**config.mk**
```make
export PLATFORM = sky130hd
export DESIGN_NAME = dmem_csr
export DESIGN_NICKNAME = d
export VERILOG_FILES = /design/src/verilog/dmem_map_pkg.sv /design/src/verilog/dmem_csr.sv
export SDC_FILE = /design/constraint.sdc
export NUM_CORES = 1
export LEC_CHECK = 0
export BUFFER_PORTS_ARGS = -buffer_cell sky130_fd_sc_hd__buf_2
export CAP_MARGIN = 5
export CORE_MARGIN = 2
export CORE_UTILIZATION = 43
export CTS_BUF_LIST = sky130_fd_sc_hd__clkbuf_16
export DETAILED_ROUTE_END_ITERATION = 8
export GPL_ROUTABILITY_DRIVEN = 1
export GPL_TIMING_DRIVEN = 0
export PLACE_DENSITY = 0.72
export SYNTH_ARGS = -nofsm -noshare
export SYNTH_HDL_FRONTEND = slang
export SYNTH_SLANG_ARGS = --single-unit
export TNS_END_PERCENT = 50
```
**constraint.sdc**
```tcl
create_clock -name clk_i -period 6.4 [get_ports clk_i]
set_input_delay 1.28 -clock clk_i [delete_from_list [all_inputs] [get_ports clk_i]]
set_output_delay 1.28 -clock clk_i [all_outputs]
set_load 0.1 [all_outputs]
```
**src/verilog/dmem_map_pkg.sv**
```systemverilog
// memory map of the data-memory subsystem
// fixed layout, seen from the wishbone side

package dmem_map_pkg;

   localparam int BUS_AW = 16;       // wishbone byte address width
   localparam int RAM_AW = 13;       // 8 KB of ram
   localparam int CSR_AW = 4;        // four 32-bit registers
   localparam int DATA_W = 32;
   localparam int SEL_W  = DATA_W / 8; // one select bit per byte lane

   typedef logic [BUS_AW-1:0] bus_addr_t;
   typedef logic [RAM_AW-1:0] ram_addr_t;
   typedef logic [DATA_W-1:0] word_t;
   typedef logic [SEL_W-1:0]  byte_sel_t;
   typedef logic [1:0]        csr_idx_t;  // adr bits 3:2

   localparam int RAM_BYTES = 8192;

   // region bases, each aligned to its own size
   localparam bus_addr_t RAM_BASE = 16'h0000;
   localparam bus_addr_t CSR_BASE = 16'h8000;

   // register slots in the csr region
   localparam csr_idx_t CSR_SCRATCH   = 2'd0; // free for software
   localparam csr_idx_t CSR_WR_COUNT  = 2'd1; // completed ram writes
   localparam csr_idx_t CSR_RD_COUNT  = 2'd2; // completed ram reads
   localparam csr_idx_t CSR_ERR_COUNT = 2'd3; // error responses

   // counters sit in the three slots above the scratch register,
   // in the order wr, rd, err
   localparam int N_COUNTERS = 3;

endpackage
```
**src/verilog/dmem_csr.sv**
```systemverilog
`timescale 1ns/100ps

// control and status registers
//   0  scratch, byte-writable
//   1  ram write count
//   2  ram read count
//   3  error response count
// a write to a counter clears it, sel is ignored there

module dmem_csr
   import dmem_map_pkg::*;
(
   input  logic      clk_i,
   input  logic      reset_i,
   input  logic      write_i,       // register write strobe
   input  csr_idx_t  idx_i,
   input  byte_sel_t sel_i,
   input  word_t     data_i,
   input  logic      ram_wr_evt_i,
   input  logic      ram_rd_evt_i,
   input  logic      err_evt_i,
   output word_t     data_o
);

   word_t scratch_q;
   word_t cnt_q [N_COUNTERS];           // wr, rd, err
   logic [N_COUNTERS-1:0] cnt_evt;

   assign cnt_evt = {err_evt_i, ram_rd_evt_i, ram_wr_evt_i};

   always_ff @(posedge clk_i) begin
      if (reset_i) begin
         scratch_q <= '0;
         for (int c = 0; c < N_COUNTERS; c++) begin
            cnt_q[c] <= '0;
         end
      end else begin
         // scratch, per byte lane
         if (write_i && idx_i == CSR_SCRATCH) begin
            for (int b = 0; b < SEL_W; b++) begin
               if (sel_i[b]) begin
                  scratch_q[8*b +: 8] <= data_i[8*b +: 8];
               end
            end
         end
         // counters, clear wins over the event
         for (int c = 0; c < N_COUNTERS; c++) begin
            if (write_i && idx_i == csr_idx_t'(CSR_WR_COUNT + c)) begin
               cnt_q[c] <= '0;
            end else if (cnt_evt[c]) begin
               cnt_q[c] <= cnt_q[c] + 1'b1;  // wraps at 2^32
            end
         end
      end
   end

   // combinational read, decoded on the index only
   always_comb begin
      case (idx_i)
         CSR_SCRATCH:   data_o = scratch_q;
         CSR_WR_COUNT:  data_o = cnt_q[0];
         CSR_RD_COUNT:  data_o = cnt_q[1];
         CSR_ERR_COUNT: data_o = cnt_q[2];
         default:       data_o = '0;
      endcase
   end

endmodule

```
==> flow_metrics.py <==
metrics = {
    "place": {
        "dp_hpwl_microns": 15700,
        "portBuffers": 73,
        "placement.cell_area_sq_um": 8060,
        "routabilityCongestion": 0.915,
    },
    "yosys": {
        "netlist_instances": 719,
        "syn_avg_cell_area_sq_um": 10.2,
        "yosys_warnings": 0,
        "synth_seq_cells": 128,
        "ys_types": 47,
        "ys_seq_area_share_pct": 47.9,
        "synth.top_cell.area_share_pct": 39.2,
        "synthesis.nets": 766,
        "synth-edff-count": 96,
        "async_flop_share_pct": 0,
        "ys_top_cells_by_area": "edfxtp_1 39%, mux4_2 9.5%, dfxtp_1 8.7%, a21oi_1 5.6%, nand2_1 5.6%",
        "syn-cell-area_sq_um": 7360,
        "synth.largest_area_cell": "edfxtp_1",
        "synth-main-ff-cell": "edfxtp_1",
    },
    "worst_hold_path": {
        "hold-path-cell-count": 2,
        "hold_path_end": "scratch_q[25]",
        "hold_start": "scratch_q[25]",
        "min_path_type": "reg -> reg",
    },
    "sta": {
        "tns_ps": 0,
        "rsz0062_at_grt": "no",
        "fin_crit_sh_pct": 76.2,
        "max_slew_margin_pct": 20.6,
        "worst_slew_pin_slew_ps": 1190,
        "finalSetupViolations": 0,
        "maxSlewViolCount": 0,
        "fin_skew_ps": 11.0,
        "hold_ws_ps": 454,
        "min_period_ps": 4880,
        "hold_viol_final": 0,
        "max_freq_ghz": 0.205,
    },
    "pwr": {
        "leakagePower_nw": 2.90,
        "ir_drop_mv": 0.268,
        "p_per_area_nw_per_um2": 271,
        "power.total_mw": 2.36,
    },
    "status": {
        "status": "finished, final reports clean",
    },
    "clocking": {
        "cts_buffers": 17,
        "cts_resized": 0,
        "clkLatencyLatePin_ps": 430,
        "cts.sink_count": 128,
        "h-tree-depth": 4,
        "clockBufferDepth": 2,
        "cts_tree": "yes",
        "root_buffer": "clkbuf_16",
        "hold_buffers": 0,
        "clk_pin_slew_worst_paths_ps": 60,
        "cts_setup_buffers": 0,
    },
    "cells_and_area": {
        "design_area_sq_um": 8690,
        "final_net_count": 860,
        "area_growth_pct": 18.0,
        "fin_util_pct": 52.2,
        "layout-drive-gt1-share_pct": 18.3,
        "mostFrequentLayoutCell": "nand2_1",
        "final_cell_mix": "109 x nand2_1, 96 x edfxtp_1, 82 x a21oi_1",
        "num-fill-cells": 1456,
    },
    "detailed_routing": {
        "antenna_left": 0,
        "vias_per_cell": 6.14,
        "drt_iter0_drc": 709,
        "wl_per_cell_microns": 20.5,
        "vias": 6433,
        "drc_errors": 0,
        "dr.pass1.iters": 5,
        "routed_wl_microns": 21500,
    },
    "worst_setup_path": {
        "timing.rr.start": "cnt_q[0][0]",
        "cp_num_buf_inv": 3,
        "cp_max_fo": 10,
        "r2r_slack_ps": 3870,
        "max_stage_delay_ps": 870,
        "worstPathCellList": "clkbuf_1 > buf_1 > mux4_1 > buf_2",
        "worstPathRequired_ps": 5120,
        "critPathCaptureType": "output port",
        "worst_r2r_endpoint": "cnt_q[0][28]",
        "worstSetupStartpointType": "primary input",
        "path_delay_family": "buffers and inverters",
        "r2r_cells": 6,
        "arrival_ps": 3600,
        "crit_slowest_cell": "buf_1",
        "worst-setup-path-type": "in -> out",
    },
    "global_routing": {
        "antenna_found_initial": 1,
        "grt_pass1_vias": 5906,
        "grt_usage_pct": 24.2,
        "grt_pass1_wl_microns": 33100,
        "grt_max_degree": 33,
        "grt_overflow": 0,
    },
    "flow_run": {
        "max_cap_violations": 0,
    },
    "die": {
        "ios": 76,
        "die_w_microns": 135,
        "die_area_sq_um": 18200,
        "initial_core_util_pct": 44.2,
        "coreArea_sq_um": 16600,
        "die_height_microns": 135,
        "row_count": 47,
    },
}
kinds of logic after synthesis:
logic type                 after synthesis  synth area share, %
DFF                                    128                 47.9
xor gates and xnor gates                31                 3.69
muxes                                   39                 10.8
and+or+nand+nor                        321                 23.2
AOI/OAI and AO/OA                      136                 10.6
buffers and inverters                   61                 3.40
adders and majority gates                3                0.510
through the flow:
step | worst slack, ps | instances
after floorplan | 1930 | 719
after global placement | 1570 | 1012
after detailed placement | 1530 | 1014
after CTS | 1520 | 1046
after global routing | 1430 | 1046
final | 1520 | 1047
sequential cells by signal, indices dropped and copies added (netlist names):
name	cells
cnt_q	96
scratch_q	32
power breakdown:
part,internal [mW],switching (mW)
clock,0.667,0.370
combinational,0.0834,0.222
sequential,0.944,0.0709
total,1.69,0.663
metal layers:
metal / global-route usage [%] / vias up / share of wire (%)
met5: 0 / - / 0
met4: 6.78 / 0 / 1.9
met3: 6.53 / 34 / 11
met2: 36.9 / 362 / 46
met1: 34.1 / 3084 / 41
li1: - / 2953 / -
cells in the mapped netlist, types with 2 or more instances:
| cell | instances |
|---|---|
| a21oi_1 | 82 |
| and4_1 | 7 |
| o31ai_1 | 29 |
| nor2_1 | 36 |
| nand3_1 | 34 |
| o21a_1 | 2 |
| xor2_1 | 13 |
| buf_2 | 3 |
| and2_1 | 10 |
| nand2b_1 | 2 |
| o41ai_1 | 3 |
| xnor2_1 | 18 |
| o21ai_0 | 17 |
| and3_1 | 10 |
| mux2i_1 | 7 |
| inv_1 | 20 |
| or3_1 | 24 |
| nor3_1 | 8 |
| or2_2 | 2 |
| nand2_1 | 109 |
| or4b_1 | 2 |
| clkbuf_1 | 32 |
| mux4_2 | 31 |
| dfxtp_1 | 32 |
| or4_1 | 37 |
| edfxtp_1 | 96 |
| nand4_1 | 17 |
| ha_1 | 3 |
| nor4_1 | 11 |
| and4_2 | 2 |
| buf_1 | 4 |
area by class of cell:
cell class                 instances  area (sq um)  share of cell area, %
antenna                            1          2.50                 0.0288
buffer                            41           175                   2.02
clock buffer                      18           450                   5.18
clock inverter                    14           173                   1.99
inverter                          20          75.1                  0.864
multi-input combinational        530          3590                   41.4
sequential                       128          3520                   40.6
tap                              220           275                   3.17
timing repair buffer              75           420                   4.84
worst min-delay path: stages, from the launching register on:
cell	delay (ps)
dfxtp_1	310
nand2_1	50
a21oi_1	50
worst max path at each step:
stage              from   endpoint  slack (ps)  cells after the start
3_5_place_dp   idx_i[1]  data_o[3]        1530                      4
5_1_grt        idx_i[1]  data_o[3]        1430                      4
4_1_cts        idx_i[1]  data_o[3]        1520                      4
3_3_place_gp   idx_i[1]  data_o[3]        1570                      4
6_report       idx_i[1]  data_o[3]        1520                      4
2_1_floorplan  idx_i[1]  data_o[3]        1930                      3
Power figures use the tool's default switching activity.
