### config.mk
export PLATFORM = sky130hd
export DESIGN_NAME = dmem_rdata_mux
export DESIGN_NICKNAME = d
export VERILOG_FILES = /design/src/verilog/dmem_ctrl_pkg.sv /design/src/verilog/dmem_map_pkg.sv /design/src/verilog/dmem_rdata_mux.sv
export SDC_FILE = /design/constraint.sdc
export NUM_CORES = 1
export LEC_CHECK = 0
export ABC_AREA = 1
export BUFFER_PORTS_ARGS = -buffer_cell sky130_fd_sc_hd__buf_2
export CAP_MARGIN = 40
export CORE_MARGIN = 4
export CORE_UTILIZATION = 35
export DETAILED_ROUTE_END_ITERATION = 6
export GPL_ROUTABILITY_DRIVEN = 0
export PLACE_DENSITY = 0.64
export SLEW_MARGIN = 20
export SYNTH_ARGS = -nofsm -noshare
export SYNTH_HDL_FRONTEND = slang
export SYNTH_SLANG_ARGS = --single-unit
### constraint.sdc
create_clock -name clk_i -period 1.2 [get_ports clk_i]
set_clock_uncertainty 0.2 [all_clocks]
set_input_delay 0.06 -clock clk_i [delete_from_list [all_inputs] [get_ports clk_i]]
set_output_delay 0.06 -clock clk_i [all_outputs]
set_load 0.05 [all_outputs]
### src/verilog/dmem_ctrl_pkg.sv
// control encodings shared by the bus fsm and the datapath

package dmem_ctrl_pkg;

   // phases of one wishbone classic access
   //   IDLE  waiting for cyc and stb
   //   RESP  accepting cycle, strobes out, response registered at its end
   //   DONE  response on the bus, held strobe of the finished access ignored
   typedef enum logic [1:0] {
      IDLE = 2'd0,
      RESP = 2'd1,
      DONE = 2'd2
   } bus_state_t;

   // which kind of response the current access ends with
   // the read mux picks its source from this
   typedef enum logic [1:0] {
      RESP_RAM = 2'd0, // ack, data from ram
      RESP_CSR = 2'd1, // ack, data from csr block
      RESP_ERR = 2'd2  // err, no data
   } resp_kind_t;

   // note: RESP_ERR loads a zero word on reads so stale data never
   // shows up behind an error

endpackage

### src/verilog/dmem_map_pkg.sv
// memory map of the data-memory subsystem
// fixed layout, seen from the wishbone side

package dmem_map_pkg;

   localparam int BUS_AW = 16;       // wishbone byte address width
   localparam int RAM_AW = 13;       // 8 KB of ram
   localparam int CSR_AW = 4;        // four 32-bit registers
   localparam int DATA_W = 32;
   localparam int SEL_W  = DATA_W / 8; // one select bit per byte lane

   typedef logic [BUS_AW-1:0] bus_addr_t;
   typedef logic [RAM_AW-1:0] ram_addr_t;
   typedef logic [DATA_W-1:0] word_t;
   typedef logic [SEL_W-1:0]  byte_sel_t;
   typedef logic [1:0]        csr_idx_t;  // adr bits 3:2

   localparam int RAM_BYTES = 8192;

   // region bases, each aligned to its own size
   localparam bus_addr_t RAM_BASE = 16'h0000;
   localparam bus_addr_t CSR_BASE = 16'h8000;

   // register slots in the csr region
   localparam csr_idx_t CSR_SCRATCH   = 2'd0; // free for software
   localparam csr_idx_t CSR_WR_COUNT  = 2'd1; // completed ram writes
   localparam csr_idx_t CSR_RD_COUNT  = 2'd2; // completed ram reads
   localparam csr_idx_t CSR_ERR_COUNT = 2'd3; // error responses

   // counters sit in the three slots above the scratch register,
   // in the order wr, rd, err
   localparam int N_COUNTERS = 3;

endpackage
### src/verilog/dmem_rdata_mux.sv
`timescale 1ns/100ps

// read data path
// picks ram or csr word, zeroes unselected lanes and holds it on dat_o
// until the next read

module dmem_rdata_mux
   import dmem_map_pkg::*, dmem_ctrl_pkg::*;
(
   input  logic       clk_i,
   input  logic       reset_i,
   input  logic       load_en_i,   // accepting cycle of a read
   input  resp_kind_t kind_i,
   input  byte_sel_t  sel_i,
   input  word_t      ram_data_i,
   input  word_t      csr_data_i,
   output word_t      data_o
);

   word_t pick;
   word_t masked;

   always_comb begin
      case (kind_i)
         RESP_RAM: pick = ram_data_i;
         RESP_CSR: pick = csr_data_i;
         default:  pick = '0;       // error reads return zero
      endcase
      for (int b = 0; b < SEL_W; b++) begin
         masked[8*b +: 8] = sel_i[b] ? pick[8*b +: 8] : 8'h00;
      end
   end

   // output word, updated together with the ack register
   always_ff @(posedge clk_i) begin
      if (reset_i) begin
         data_o <= '0;
      end else if (load_en_i) begin
         data_o <= masked;
      end
   end

endmodule

==> impl_results.md, run 1 <==
* Global Route Usage Sum at 0.188
* CTS max path bufs at 2
* Flops & latches, synth at 32
* Peak VDD IR at 531 uV
* Grt ovf at 0
* Tcrit/Tclk final at 0.964
* Worst-path clk slew at 0.07 ns
* Slew headroom at 0.824
* Residual DRC at 0
* Full die area at 7100 um2
* Syn Inst Count at 251
* Final net count at 497
* Final ANT Viol Nets at 0
* Crit path cell chain: buf_2
* Max reg flops at 32
* Max Cap Viol at 0
* TritonRoute pass-1 iters at 4
* Routed wire length at 6700 um
* Hold WC Path Type: in -> reg
* Synth Net Count at 324
* Vias per cell at 4.49
* Top Registers: data_o: 32 flops
* Yosys warnings at 0
* RSZ-0062 raised after global routing: false
* Via count at 2,230
* Biggest register: data_o
* Syn Std Cell Area at 2040 um2
* Top cell family by delay on the critical path: flip-flops
* Crit-path slowest cell: dfxtp_1
* Syn_area_per_cell at 8.12 um2
* Global-route wire length before repair at 10,900 um
* Wirelength per Cell at 13.5 um
* Pwr dens at 881 nW/um2
* Pin count of the biggest net entering global routing at 18
* Area grow syn2layout at 69.8%
* WP data arrival at 0.90 ns
* Status: completed
* Die X at 84.3 um
* Number of global-route vias before repair at 2,337
* CTS Buf Count at 5
* Post-synthesis sequential area ratio at 0.314
* Hpwl dp at 4210 um
* Critical path's largest stage delay at 0.35 ns
* Final Hold Fails at 0
* Worst setup EP type: output port
* Final std cells w/o fill at 497
* Yosys cell types at 14
* Lkg Pwr at 1.60 nW
* Crit Path Class: reg -> out
* Chip height at 84.3 um
* Worst-Skew Late Latency at 0.27 ns
* CP required at 0.94 ns
* TritonCTS clock tree: yes
* Antenna violations before repair at 0
* DRC violation total after the first TritonRoute iteration at 42
* Port bufs at 104
* Max-slew violations at 0
* Fmax at 0.865 GHz
* Row count at 27
* Minimum clock period at 1.16 ns
* Slew @ Worst Pin at 0.264 ns
* Final core utilization at 0.621
* Post-CTS setup buffer count at 0
* Crit start category: flip-flop
* WP buf/inv at 1
* Root buf cell: clkbuf_8
* Final setup TNS at 0 ns
* H-tree levels at 2
* IO Pins at 105
* Crit-path max FO at 2
* CTS Sinks at 32
* Inst Count DP at 424
* Fraction of layout cells with a size suffix above 1 at 0.522
* ANT cells at 0
* Starting Density at 0.365
* Core footprint at 5570 um2
* Final setup viols at 0
## what timing repair did
| action | in CTS | in global routing |
|---|---|---|
| resized for setup | 0 | 0 |
| hold buffers | 65 | 0 |
| hold endpoints to repair | 32 | 0 |
## power breakdown
group	leakage [nW]	switching [W]	internal, W
Combinational	1.27	0.000428	0.000387
Clock	0.0645	0.000397	0.000733
Sequential	0.259	0.0000143	0.00109
## worst paths after layout
check	start	slack, ns	cells after the start	end
setup / recovery	data_o[0]	0.04	1	data_o[0]
hold / removal	kind_i[0]	0.03	5	data_o[31]
setup reg to reg	data_o[28]	0.39	2	data_o[28]
hold reg to reg	data_o[24]	0.27	2	data_o[24]
## layout make-up
cell class	count	area, um2
Clock buffer	7	96.3
Timing Repair Buffer	182	1360
Fill cell	460	2110
Multi-Input combinational cell	197	1170
Sequential cell	32	641
Inverter	6	72.6
Tap cell	72	90.1
Clock inverter	1	30.0
## placed cells by master, fill, tap and decap left out
| cell type | instances |
|---|---|
| dfxtp_1 | 32 |
| clkbuf_8 | 7 |
| buf_12 | 7 |
| buf_4 | 6 |
| nor2_8 | 1 |
| dlygate4sd3_1 | 65 |
| nand2_2 | 30 |
| nand3_1 | 2 |
| nand3_2 | 30 |
| a21oi_1 | 2 |
| buf_2 | 104 |
| bufinv_16 | 1 |
| inv_2 | 2 |
| nand2_1 | 102 |
| a21oi_2 | 30 |
| clkinv_8 | 4 |
## cell usage after synthesis (all sizes together)
cell type | n | area, um2
dfxtp | 32 | 641
clkbuf | 6 | 22.5
clkinv | 4 | 65.1
nand2 | 132 | 571
inv | 2 | 7.51
buf | 10 | 128
a21oi | 32 | 273
nor2 | 1 | 20.0
nand3 | 32 | 310
## stage by stage
| stage | cell area (um2) | hold WS [ns] | worst slack (ns) | power [W] |
|---|---|---|---|---|
| 3_5_place_dp | 2680 | 0.211 | 0.0550 | 0.00177 |
| 2_1_floorplan | 2040 | -0.0709 | 0.0657 | 0.00152 |
| 6_report | 3460 | 0.0307 | 0.0434 | 0.00305 |
| 4_1_cts | 3460 | 0.0250 | 0.0347 | 0.00307 |
| 3_3_place_gp | 2680 | 0.207 | 0.0787 | 0.00177 |
| 5_1_grt | 3460 | 0.0667 | 0.00320 | 0.00318 |
## kinds of logic after synthesis
family | count (synthesis) | synth area share
simple gates | 165 | 0.442
flops | 32 | 0.314
compound gates | 32 | 0.134
buf+inv | 22 | 0.109
## per-layer routing
metal / share of wire / track usage / up-vias
li1: - / - / 1148
met1: 0.43 / 0.227 / 971
met2: 0.48 / 0.324 / 96
met3: 0.072 / 0.0432 / 15
met4: 0.023 / 0.0687 / 0
met5: 0 / 0 / -
(Power assumes the default switching activity.)
==> run 2, diff against run 1 <==
CELL_PAD_IN_SITES_DETAIL_PLACEMENT = 1   (was not set)
CELL_PAD_IN_SITES_GLOBAL_PLACEMENT = 2   (was not set)
CORE_UTILIZATION = 24   (was 35)
PLACE_DENSITY = 0.79   (was 0.64)
==> run 2 against run 1 <==
Against the previous run:
- fmax down 2.1%
- die area up 41%
- global-route usage down 3.1 points
- count of clock-buffer cells in the layout down 1
- wire length up 15%
- hold slack worse by 0.022 ns
- total power down 8.6%
- sequential share of layout area about the same
- critical path type unchanged
- largest cell class unchanged
==> impl_results.md, run 2 (synthesis gave the netlist of run 1 again) <==
* Slew headroom at 0.821 (-0.00344)
* Fmax at 0.847 GHz (-2.1%)
* Lkg Pwr at 1.57 nW (-1.9%)
* Full die area at 10,000 um2 (+41%)
* Clock power frac at 0.307 (-0.064)
* Switching portion of total power at 0.306 (+0.0308)
* Worst-Skew Late Latency at 0.28 ns (about the same)
* Hpwl dp at 5060 um (+20%)
* Worst r2r dst: data_o[18]
* Critical Path Sink: data_o[18]
* CTS max path bufs at 2 (unchanged)
* CTS Sinks at 32 (unchanged)
* Core footprint at 8220 um2 (+47%)
* Global-route wire length before repair at 12,400 um (+14%)
* Highest metal used: met4
* Commonest non-fill, non-tap cell in the layout: nand2_1
* Antenna violations before repair at 0 (unchanged)
* Top Registers: data_o: 32 flops
* Top cell family by delay on the critical path: flip-flops
* DRC violation total after the first TritonRoute iteration at 57 (+36%)
* R2R Setup Slk at 0.37 ns (-0.02 ns)
* CTS Buf Count at 5 (unchanged)
* Worst setup EP type: output port
* TritonCTS clock tree: yes
* Biggest register: data_o
* Sequential power share at 0.396 (+0.034)
* Peak VDD IR at 331 uV (-38%)
* Starting Density at 0.248 (-0.118)
* Max reg flops at 32 (unchanged)
* WP data arrival at 0.92 ns (+0.02 ns)
* Metal3 WL at 410 um (-15%)
* IO Pins at 105 (unchanged)
* Tcrit/Tclk final at 0.984 (+0.0204)
* Fill cells at 990 (+120%)
* Vias per cell at 4.25 (-5.2%)
* RSZ-0062 raised after global routing: false
* Crit-path slowest cell: dfxtp_1
* Cell depth of the worst setup path at 1 (unchanged)
* Final setup TNS at 0 ns (unchanged)
* Launch point of the worst path: data_o[18]
* Status: completed
* Number of global-route vias before repair at 2,498 (+6.9%)
* H-tree levels at 2 (unchanged)
* Reg2reg path depth at 2 (unchanged)
* Port bufs at 104 (unchanged)
* Wirelength per Cell at 14.6 um (+8.6%)
* Routed wire length at 7700 um (+15%)
* Pin count of the biggest net entering global routing at 33 (+15)
* Crit Path Class: reg -> out
* DR WL met2 at 4010 um (+25%)
* CP required at 0.94 ns (about the same)
* Wl on met1 at 3180 um (+11%)
* Pint at 0.00193 W (-12%)
* Row count at 33 (+22%)
* Pwr dens at 804 nW/um2 (-8.7%)
* Max Cap Viol at 0 (unchanged)
* Final setup viols at 0 (unchanged)
* Final core utilization at 0.422 (-0.199)
* Area grow syn2layout at 70.1%
* Max-slew violations at 0 (unchanged)
* Crit start category: flip-flop
* Crit path cell chain: buf_2
* Die X at 100 um (+19%)
* Fraction of layout cells with a size suffix above 1 at 0.519 (-0.00331)
* Worst reg2reg startpoint: data_o[18]
* Most frequent cells in the layout: nand2_1, buf_2, dlygate4sd3_1, dfxtp_1
* Crit-path max FO at 2 (unchanged)
* Combinational Power Share at 0.297 (+0.030)
* Root buf cell: clkbuf_8
* Slew @ Worst Pin at 0.271 ns (+0.00703 ns)
* Total Power at 0.00279 W (-8.6%)
* TritonRoute pass-1 iters at 4 (unchanged)
* Post-CTS setup buffer count at 0 (unchanged)
* NetSw at 0.000853 W (+1.6%)
* Final ANT Viol Nets at 0 (unchanged)
* Residual DRC at 0 (unchanged)
* WP buf/inv at 1 (unchanged)
* Final Hold Fails at 0 (unchanged)
* Global Route Usage Sum at 0.157 (-0.0311)
* Chip height at 100 um (+19%)
* Via count at 2,237 (+0.31%)
* Final net count at 492 (-1.0%)
* Grt ovf at 0 (unchanged)
* Minimum clock period at 1.18 ns (+0.0245 ns)
* Worst-path clk slew at 0.07 ns (about the same)
* Critical path's largest stage delay at 0.36 ns (about the same)
* Hold WC Path Type: in -> reg
## run 2: cell types whose count changed in the layout (fill, tap and decap cells not counted)
cell           before  now
dlygate4sd3_1      65   64
buf_2             104  100
buf_4               6    0
clkinv_2            0    2
clkbuf_8            7    6
clkbuf_4            0    4
bufinv_16           1    0
buf_12              7    9
diode_2             0    1
## run 2: metrics by stage
| stage | hold WS (ns) | std cells | instance area [um2] | worst slack, ns |
|---|---|---|---|---|
| 3_5_place_dp | 0.214 | 453 | 2720 | 0.0789 |
| 4_1_cts | 0.00262 | 525 | 3450 | 0.0238 |
| 2_1_floorplan | -0.0709 | 251 | 2040 | 0.0657 |
| 3_3_place_gp | 0.208 | 453 | 2720 | 0.102 |
| 5_1_grt | 0.0188 | 525 | 3460 | 0.00248 |
| 6_report | 0.00907 | 526 | 3460 | 0.0189 |
## run 2: layout make-up
cell class	count	area, um2	share of cell area
clock buffers	6	82.6	0.0238
diodes	1	2.50	0.000722
clock inverters	2	10.0	0.00289
flip-flops and latches	32	641	0.185
multi-input cells	197	1170	0.339
well taps	105	131	0.0379
repair buffers	177	1350	0.390
inverters	6	72.6	0.0209
## run 2: per-layer routing
metal / vias to the layer above / global-route usage
met5: - / 0
met4: 0 / 0.0477
met3: 10 / 0.0306
met2: 70 / 0.285
met1: 1024 / 0.184
li1: 1133 / -
## run 2: worst min-delay path: stages
cell,delay [ns]
buf_2,0.10
buf_12,0.23
a21oi_2,0.04
## run 2: how the worst min path moves through the flow
stage,slack [ns],start,to,depth (start not counted)
2_1_floorplan,-0.07,reset_i,data_o[24],1
3_3_place_gp,0.21,ram_data_i[21],data_o[21],5
3_5_place_dp,0.21,ram_data_i[4],data_o[4],5
4_1_cts,0.003,reset_i,data_o[2],3
5_1_grt,0.02,reset_i,data_o[3],3
6_report,0.009,reset_i,data_o[23],3
## run 2: power groups by stage
| stage | sequential, W | clock (W) | combinational, W |
|---|---|---|---|
| final | 0.00110 | 0.000856 | 0.000827 |
| after CTS | 0.00110 | 0.000899 | 0.000821 |
| after floorplan | 0.00122 | 0 | 0.000302 |
| after global routing | 0.00111 | 0.000932 | 0.000897 |
| after detailed placement | 0.00113 | 0 | 0.000657 |
| after global placement | 0.00113 | 0 | 0.000655 |
## run 2: what timing repair did
item,in CTS,in global routing
gates resized for setup,0,4
hold buffers,64,0
hold endpoints to repair,32,0
endpoints found under the setup margin,0,4
