--- src/verilog/dmem_ctrl_pkg.sv ---
// control encodings shared by the bus fsm and the datapath

package dmem_ctrl_pkg;

   // phases of one wishbone classic access
   //   IDLE  waiting for cyc and stb
   //   RESP  accepting cycle, strobes out, response registered at its end
   //   DONE  response on the bus, held strobe of the finished access ignored
   typedef enum logic [1:0] {
      IDLE = 2'd0,
      RESP = 2'd1,
      DONE = 2'd2
   } bus_state_t;

   // which kind of response the current access ends with
   // the read mux picks its source from this
   typedef enum logic [1:0] {
      RESP_RAM = 2'd0, // ack, data from ram
      RESP_CSR = 2'd1, // ack, data from csr block
      RESP_ERR = 2'd2  // err, no data
   } resp_kind_t;

   // note: RESP_ERR loads a zero word on reads so stale data never
   // shows up behind an error

endpackage

--- src/verilog/dmem_map_pkg.sv ---
// memory map of the data-memory subsystem
// fixed layout, seen from the wishbone side

package dmem_map_pkg;

   localparam int BUS_AW = 16;       // wishbone byte address width
   localparam int RAM_AW = 13;       // 8 KB of ram
   localparam int CSR_AW = 4;        // four 32-bit registers
   localparam int DATA_W = 32;
   localparam int SEL_W  = DATA_W / 8; // one select bit per byte lane

   typedef logic [BUS_AW-1:0] bus_addr_t;
   typedef logic [RAM_AW-1:0] ram_addr_t;
   typedef logic [DATA_W-1:0] word_t;
   typedef logic [SEL_W-1:0]  byte_sel_t;
   typedef logic [1:0]        csr_idx_t;  // adr bits 3:2

   localparam int RAM_BYTES = 8192;

   // region bases, each aligned to its own size
   localparam bus_addr_t RAM_BASE = 16'h0000;
   localparam bus_addr_t CSR_BASE = 16'h8000;

   // register slots in the csr region
   localparam csr_idx_t CSR_SCRATCH   = 2'd0; // free for software
   localparam csr_idx_t CSR_WR_COUNT  = 2'd1; // completed ram writes
   localparam csr_idx_t CSR_RD_COUNT  = 2'd2; // completed ram reads
   localparam csr_idx_t CSR_ERR_COUNT = 2'd3; // error responses

   // counters sit in the three slots above the scratch register,
   // in the order wr, rd, err
   localparam int N_COUNTERS = 3;

endpackage
--- src/verilog/dmem_ctrl.sv ---
`timescale 1ns/100ps

// wishbone classic slave control
// decodes the address, runs the access fsm, issues one-cycle strobes
// to the datapath and registers ack / err

module dmem_ctrl
   import dmem_map_pkg::*, dmem_ctrl_pkg::*;
(
   input  logic       clk_i,
   input  logic       reset_i,
   input  logic       cyc_i,
   input  logic       stb_i,
   input  logic       we_i,
   input  bus_addr_t  adr_i,
   input  byte_sel_t  sel_i,
   output logic       ack_o,
   output logic       err_o,
   output logic       ram_we_o,      // ram write, this cycle
   output logic       csr_we_o,      // register write, this cycle
   output logic       ram_wr_evt_o,  // count a ram write
   output logic       ram_rd_evt_o,  // count a ram read
   output logic       err_evt_o,     // count an error response
   output logic       load_en_o,     // load read word into dat_o
   output resp_kind_t kind_o
);

   bus_state_t state_q, state_d;
   bus_state_t phase;       // phase of the current cycle

   logic ram_hit, csr_hit;
   logic sel_ok;
   logic bad;               // ends in err
   logic accept;

   // address decode, both regions aligned to their size
   assign ram_hit = adr_i[BUS_AW-1:RAM_AW] == RAM_BASE[BUS_AW-1:RAM_AW];
   assign csr_hit = adr_i[BUS_AW-1:CSR_AW] == CSR_BASE[BUS_AW-1:CSR_AW];
   assign sel_ok  = |sel_i;                 // empty select is an error
   assign bad     = !sel_ok || !(ram_hit || csr_hit);

   // a request seen in IDLE makes this the accepting cycle
   always_comb begin
      phase = state_q;
      if (state_q == IDLE && cyc_i && stb_i) begin
         phase = RESP;
      end
   end

   assign accept = (phase == RESP);

   always_comb begin
      case (phase)
         RESP:    state_d = DONE;   // response goes out next cycle
         DONE:    state_d = IDLE;   // master still holds the old strobe here
         default: state_d = IDLE;
      endcase
   end

   always_ff @(posedge clk_i) begin
      if (reset_i) begin
         state_q <= IDLE;
      end else begin
         state_q <= state_d;
      end
   end

   // datapath strobes, only in the accepting cycle
   assign ram_we_o     = accept && we_i && ram_hit && sel_ok;
   assign csr_we_o     = accept && we_i && csr_hit && sel_ok;
   assign ram_wr_evt_o = ram_we_o;
   assign ram_rd_evt_o = accept && !we_i && ram_hit && sel_ok;
   assign err_evt_o    = accept && bad;
   assign load_en_o    = accept && !we_i;  // reads only, err reads load zero

   always_comb begin
      if (bad) begin
         kind_o = RESP_ERR;
      end else if (csr_hit) begin
         kind_o = RESP_CSR;
      end else begin
         kind_o = RESP_RAM;
      end
   end

   // response registered at the accepting edge, high for exactly one cycle
   always_ff @(posedge clk_i) begin
      if (reset_i) begin
         ack_o <= 1'b0;
         err_o <= 1'b0;
      end else begin
         ack_o <= accept && !bad;
         err_o <= accept && bad;
      end
   end

endmodule

--- config.mk ---
export PLATFORM = sky130hd
export DESIGN_NAME = dmem_ctrl
export DESIGN_NICKNAME = d
export VERILOG_FILES = /design/src/verilog/dmem_ctrl_pkg.sv /design/src/verilog/dmem_map_pkg.sv /design/src/verilog/dmem_ctrl.sv
export SDC_FILE = /design/constraint.sdc
export NUM_CORES = 1
export LEC_CHECK = 0
export ABC_AREA = 1
export BUFFER_PORTS_ARGS = -buffer_cell sky130_fd_sc_hd__buf_2
export CORE_AREA = 2 2 39 41
export DETAILED_ROUTE_END_ITERATION = 12
export DIE_AREA = 0 0 41 43
export PLACE_DENSITY = 0.64
export SYNTH_ARGS = -nofsm -noshare
export SYNTH_HDL_FRONTEND = slang
export SYNTH_SLANG_ARGS = --single-unit
export TNS_END_PERCENT = 10
--- constraint.sdc ---
create_clock -name clk_i -period 1.1 [get_ports clk_i]
set_input_delay 0.11 -clock clk_i [delete_from_list [all_inputs] [get_ports clk_i]]
set_output_delay 0.11 -clock clk_i [all_outputs]
set_load 0.005 [all_outputs]
==> results.txt, run 1 <==
Global-route wire length before repair -> 1.05 mm
Crit end category -> primary output
Routed WL -> 689 microns
Unrepaired setup endpoints after global routing -> true
Syn Nets -> 69
DR vias -> 361
Critical Path RT -> 990 ps
Worst Setup SP -> state_q[1]
Final hold viol count -> 0
Commonest non-fill, non-tap cell in the layout -> buf_2
Longest Clk Path Bufs -> 2
Outcome -> complete, no violations
Setup Fix Bufs, Post-CTS -> 0
RePlAce Congestion -> 0.675
Largest net degree at the start of global routing -> 5
Worst-Skew Late Latency -> 230 ps
Most frequent cells in the layout -> 30 x buf_2, 12 x nor2_1, 7 x nand2_1
Slew HR -> 0.897
Startpoint types -> flop
Sequential area share after synthesis -> 0.227
Vias in the first global route -> 328
Die ar. -> 1760 sq um
Min Clock Period, post-route -> 1080 ps
Cells after DPL -> 88
FF-to-FF Start -> state_q[1]
Fillcell total -> 160
P per Cell Area -> 851 nW/um^2
CTS Buf Count -> 3
CTS tree -> done
Global route overflow -> 0
Share of the synthesized area in the top cell type -> 0.227
DRT iter0 DRCs -> 0
P&R area growth vs syn -> 73.9%
DR vias/cell -> 3.92
Avg Inst Size Synth -> 6.00 sq um
Ant diodes -> 0
Kind of critical path -> reg2out
Max IR drop VDD -> 0.000197 V
Clk slew on worst S/H paths -> 40 ps
Placement Rows -> 14
Number of max-cap violations -> 0
Hold_sp -> reset_i
Distinct cell type count after synthesis -> 15
Design area -> 459 sq um
Slew Limit Fails -> 0
Number of I/O port buffers -> 30
GRT Total Usage -> 0.0882
Worst hold slack -> 156 ps
Final Util -> 0.332
Top cells by area, synth -> dfxtp_1 23%, nor2_1 18%, nand2_1 10%
Yosys Warn Count -> 0
FF+latch count, synth -> 3
First drt pass iteration count -> 1
Number of clock sinks -> 3
Initial antenna violation count -> 0
Non-filler cells, final -> 92
Placeable Area -> 1380 sq um
Final setup vio count -> 0
HP Class -> in2reg
Layout cells sized above 1 -> 0.605
Die Width -> 41 microns
# IOs -> 35
Place WS -> 89.9 ps
Cells after Synth -> 44
Routed WL per cell -> 7.49 microns
Synth area leader -> dfxtp_1
DP Area -> 419 sq um
Residual DRC count -> 0
H-tree depth -> 1
Max Fclk -> 0.927 GHz
CP max FO -> 4
Crit path arrival time -> 970 ps
Final period util -> 0.981
Clk root buf -> clkbuf_4
LEAKAGE -> 0.263 nW
Die Ht -> 43 microns
Fin nets -> 102
Clock Skew -> 2.06 ps
Worst setup margin -> 20.7 ps
Hpwl dp -> 622 microns
Mapped cell area -> 264 sq um
Pin slew with the least headroom to its limit -> 154 ps
Initial Util -> 0.191
Antenna Violating Nets Remaining -> 0
[cells by family (layout without fill, tap and decap cells)]
logic type	count (synthesis)	count (layout)	share of synthesized area
simple gates	32	32	0.597
buf+inv	8	40	0.142
flops	3	3	0.227
compound gates	1	1	0.0332
[worst max-delay path, stage by stage, from the launching register on]
cell     delay, ps
dfxtp_2        320
nor2_4         110
inv_2           60
nor3_2         130
buf_2          120
[Yosys cell counts, drive strengths merged]
cell,count
dfxtp,3
nor2,17
nor3,1
nand2,8
nand3,3
or2,2
nand3b,1
a21oi,1
buf,2
inv,6
[path summary, 6_finish.rpt]
path | endpoint | depth (start not counted) | slack, ps
setup / recovery | ram_rd_evt_o | 4 | 20
hold / removal | ack_o | 3 | 160
setup reg to reg | ack_o | 4 | 210
hold reg to reg | ack_o | 4 | 660
[cell type report]
class                           count  area [sq um]  area share
Tap cell                           16          20.0      0.0436
Timing Repair Buffer               30           150       0.327
Inverter                            6          22.5      0.0490
Sequential cell                     3          61.3       0.134
Multi-Input combinational cell     33           179       0.390
Clock buffer                        4          26.3      0.0572
[routing by layer]
layer | GRT usage | up-vias | share of wire
met5 | 0 | - | 0
met4 | 0.0800 | 0 | 0
met2 | 0.156 | 20 | 0.51
met1 | 0.0735 | 148 | 0.35
li1 | - | 193 | -
met3 | 0.0157 | 0 | 0.14
[power by group]
part | switching [W] | leakage [nW] | internal [W]
registers | 0.00000167 | 0.0249 | 0.000113
logic | 0.0000396 | 0.223 | 0.0000460
clock network | 0.0000547 | 0.0150 | 0.000136
total | 0.0000960 | 0.263 | 0.000295
[sequential cells by signal (all words and copies together), names as in the netlist]
signal and flops:
ack_o 1, err_o 1, state_q 1
[repair_timing]
item,in CTS,in global routing
endpoints found under the setup margin,3,4
pin swaps,1,3
hold endpoints to repair,0,0
hold buffers,0,0
resized for setup,1,3
cloned,0,0
[through the flow]
step           setup TNS [ps]  total power, W
5_1_grt                 -97.7        0.000415
3_5_place_dp                0        0.000199
3_3_place_gp                0        0.000197
6_report                    0        0.000391
4_1_cts                     0        0.000397
2_1_floorplan               0        0.000153
Power figures use the tool's default switching activity.
==> run 2: changes to the inputs <==
--- a/config.mk
+++ b/config.mk
@@ -10,6 +10,7 @@
 export CORE_AREA = 2 2 39 41
 export DETAILED_ROUTE_END_ITERATION = 12
 export DIE_AREA = 0 0 41 43
+export GPL_TIMING_DRIVEN = 0
 export PLACE_DENSITY = 0.64
 export SYNTH_ARGS = -nofsm -noshare
 export SYNTH_HDL_FRONTEND = slang
==> run 2 against run 1 <==
Combinational power increased by 11%; first-iteration DRC count grew 1; sequential cell count did not move; fmax shrank 0.86%; largest cell class unchanged; largest power group unchanged; highest routed layer unchanged.
==> results.txt, run 2 (synthesized netlist as in run 1, its figures left out) <==
Outcome -> complete, no violations
CTS Buf Count -> 3 (unchanged)
Final Util -> 0.354 (+0.0217)
Crit end category -> primary output
Die Ht -> 43 microns (unchanged)
Largest delay share family, worst path -> simple AND/OR/NAND/NOR gates
Final hold viol count -> 0 (unchanged)
Final setup vio count -> 0 (unchanged)
HP Class -> in2reg
Worst-Skew Late Latency -> 230 ps (about the same)
Startpoint types -> input pin
Slew HR -> 0.894 (-0.00272)
Global route overflow -> 0 (unchanged)
Post-CTS Hold Fix Bufs -> 0 (unchanged)
Global-route wire length before repair -> 1.05 mm (unchanged)
Non-filler cells, final -> 95 (+3.3%)
DR vias/cell -> 3.92 (-0.21%)
CP max FO -> 3 (-1)
Die ar. -> 1760 sq um (unchanged)
P&R area growth vs syn -> 85.3%
RePlAce Congestion -> 0.675 (about the same)
Cell mode on critical path -> buf_2
Most frequent cells in the layout -> 29 x buf_2, 11 x nor2_1, 7 x nand2_1
Residual DRC count -> 0 (unchanged)
GRT Total Usage -> 0.0893 (+0.00109)
Kind of critical path -> in2out
DRT iter0 DRCs -> 1 (+1)
Number of clock sinks -> 3 (unchanged)
Longest Clk Path Bufs -> 2 (unchanged)
Max IR drop VDD -> 0.000242 V (+23%)
Fin nets -> 105 (+2.9%)
Vias in the first global route -> 304 (-7.3%)
Cells after DPL -> 90 (+2.3%)
Placement Rows -> 14 (unchanged)
Die Width -> 41 microns (unchanged)
Largest net degree at the start of global routing -> 5 (unchanged)
Crit path arrival time -> 980 ps (about the same)
# IOs -> 35 (unchanged)
Commonest non-fill, non-tap cell in the layout -> buf_2
P per Cell Area -> 815 nW/um^2 (-4.2%)
First drt pass iteration count -> 2 (+1)
Hpwl dp -> 620 microns (-0.29%)
Placeable Area -> 1380 sq um (unchanged)
Layout cells sized above 1 -> 0.620 (+0.0150)
Regs by FF count -> ack_o (1), err_o (1), state_q (1)
CTS tree -> done
H-tree depth -> 1 (unchanged)
LEAKAGE -> 0.278 nW (+5.5%)
Critical path's slowest cell -> or2_1
Clock Skew -> 1.66 ps (-0.403 ps)
Antenna Violating Nets Remaining -> 0 (unchanged)
Initial Util -> 0.191 (unchanged)
Clk root buf -> clkbuf_4
Critical Path RT -> 990 ps (about the same)
Ant diodes -> 0 (unchanged)
Clk slew on worst S/H paths -> 30 ps (about the same)
DR vias -> 372 (+3.0%)
Slew Limit Fails -> 0 (unchanged)
Design Power -> 0.000399 W (+2.0%)
Number of I/O port buffers -> 30 (unchanged)
CP Cell Sequence -> buf_2 -> or2_1 -> nor2_2 -> nand3_2 -> nand2_2 -> inv_1 -> buf_4 -> buf_2
Slowest cell delay on critical path -> 220 ps (-100 ps)
Final TNS setup -> 0 ps (unchanged)
Final period util -> 0.990 (+0.00850)
Unrepaired setup endpoints after global routing -> true
Initial antenna violation count -> 0 (unchanged)
Max Fclk -> 0.919 GHz (-0.86%)
Routed WL per cell -> 7.31 microns (-2.5%)
WP buf/inv -> 4 (+2)
Pin slew with the least headroom to its limit -> 158 ps (+4.07 ps)
Routed WL -> 694 microns (+0.73%)
Number of max-cap violations -> 0 (unchanged)
Min Clock Period, post-route -> 1090 ps (+9.35 ps)
## run 2: final timing paths
path	from	to	slack [ps]	cells past startpoint
worst max-delay path	adr_i[7]	kind_o[1]	10	8
worst min-delay path	reset_i	ack_o	150	3
worst max register to register	state_q[1]	ack_o	240	4
worst min register to register	state_q[1]	ack_o	640	4
## run 2: area by class of cell
type | instances | area [sq um]
clock buffer | 4 | 26.3
inverter | 6 | 22.5
sequential | 3 | 60.1
timing repair buffer | 32 | 171
multi-input combinational | 33 | 181
tap | 16 | 20.0
fill | 160 | 895
buffer | 1 | 7.51
## run 2: power breakdown
group	internal [W]	total [W]	leakage (nW)	switching [W]
clock	0.000136	0.000190	0.0150	0.0000544
sequential	0.000113	0.000114	0.0245	0.000000896
combinational	0.0000527	0.0000949	0.238	0.0000422
## run 2: worst min-delay path: stages
cell	delay [ps]
buf_2	70
or2_4	120
a21oi_2	30
## run 2: per-layer routing
layer  GRT usage  share of wire  vias up
li1            -              -      199
met1      0.0865           0.36      151
met2       0.138           0.49       22
met3      0.0471           0.15        0
met4      0.0600              0        0
met5           0              0        -
## run 2: repair_timing
action | in CTS | in global routing
cloned | 0 | 0
setup endpoints to repair | 4 | 4
buffers inserted | 0 | 2
gates resized for setup | 0 | 5
pin swaps | 3 | 4
## run 2: stage by stage
stage,instance area [sq um],setup slack (ps),hold WS [ps]
final,489,11.4,155
after global routing,489,-63.7,144
after global placement,434,-22.5,391
after detailed placement,434,-24.4,396
after floorplan,264,226,251
after CTS,453,-24.5,149
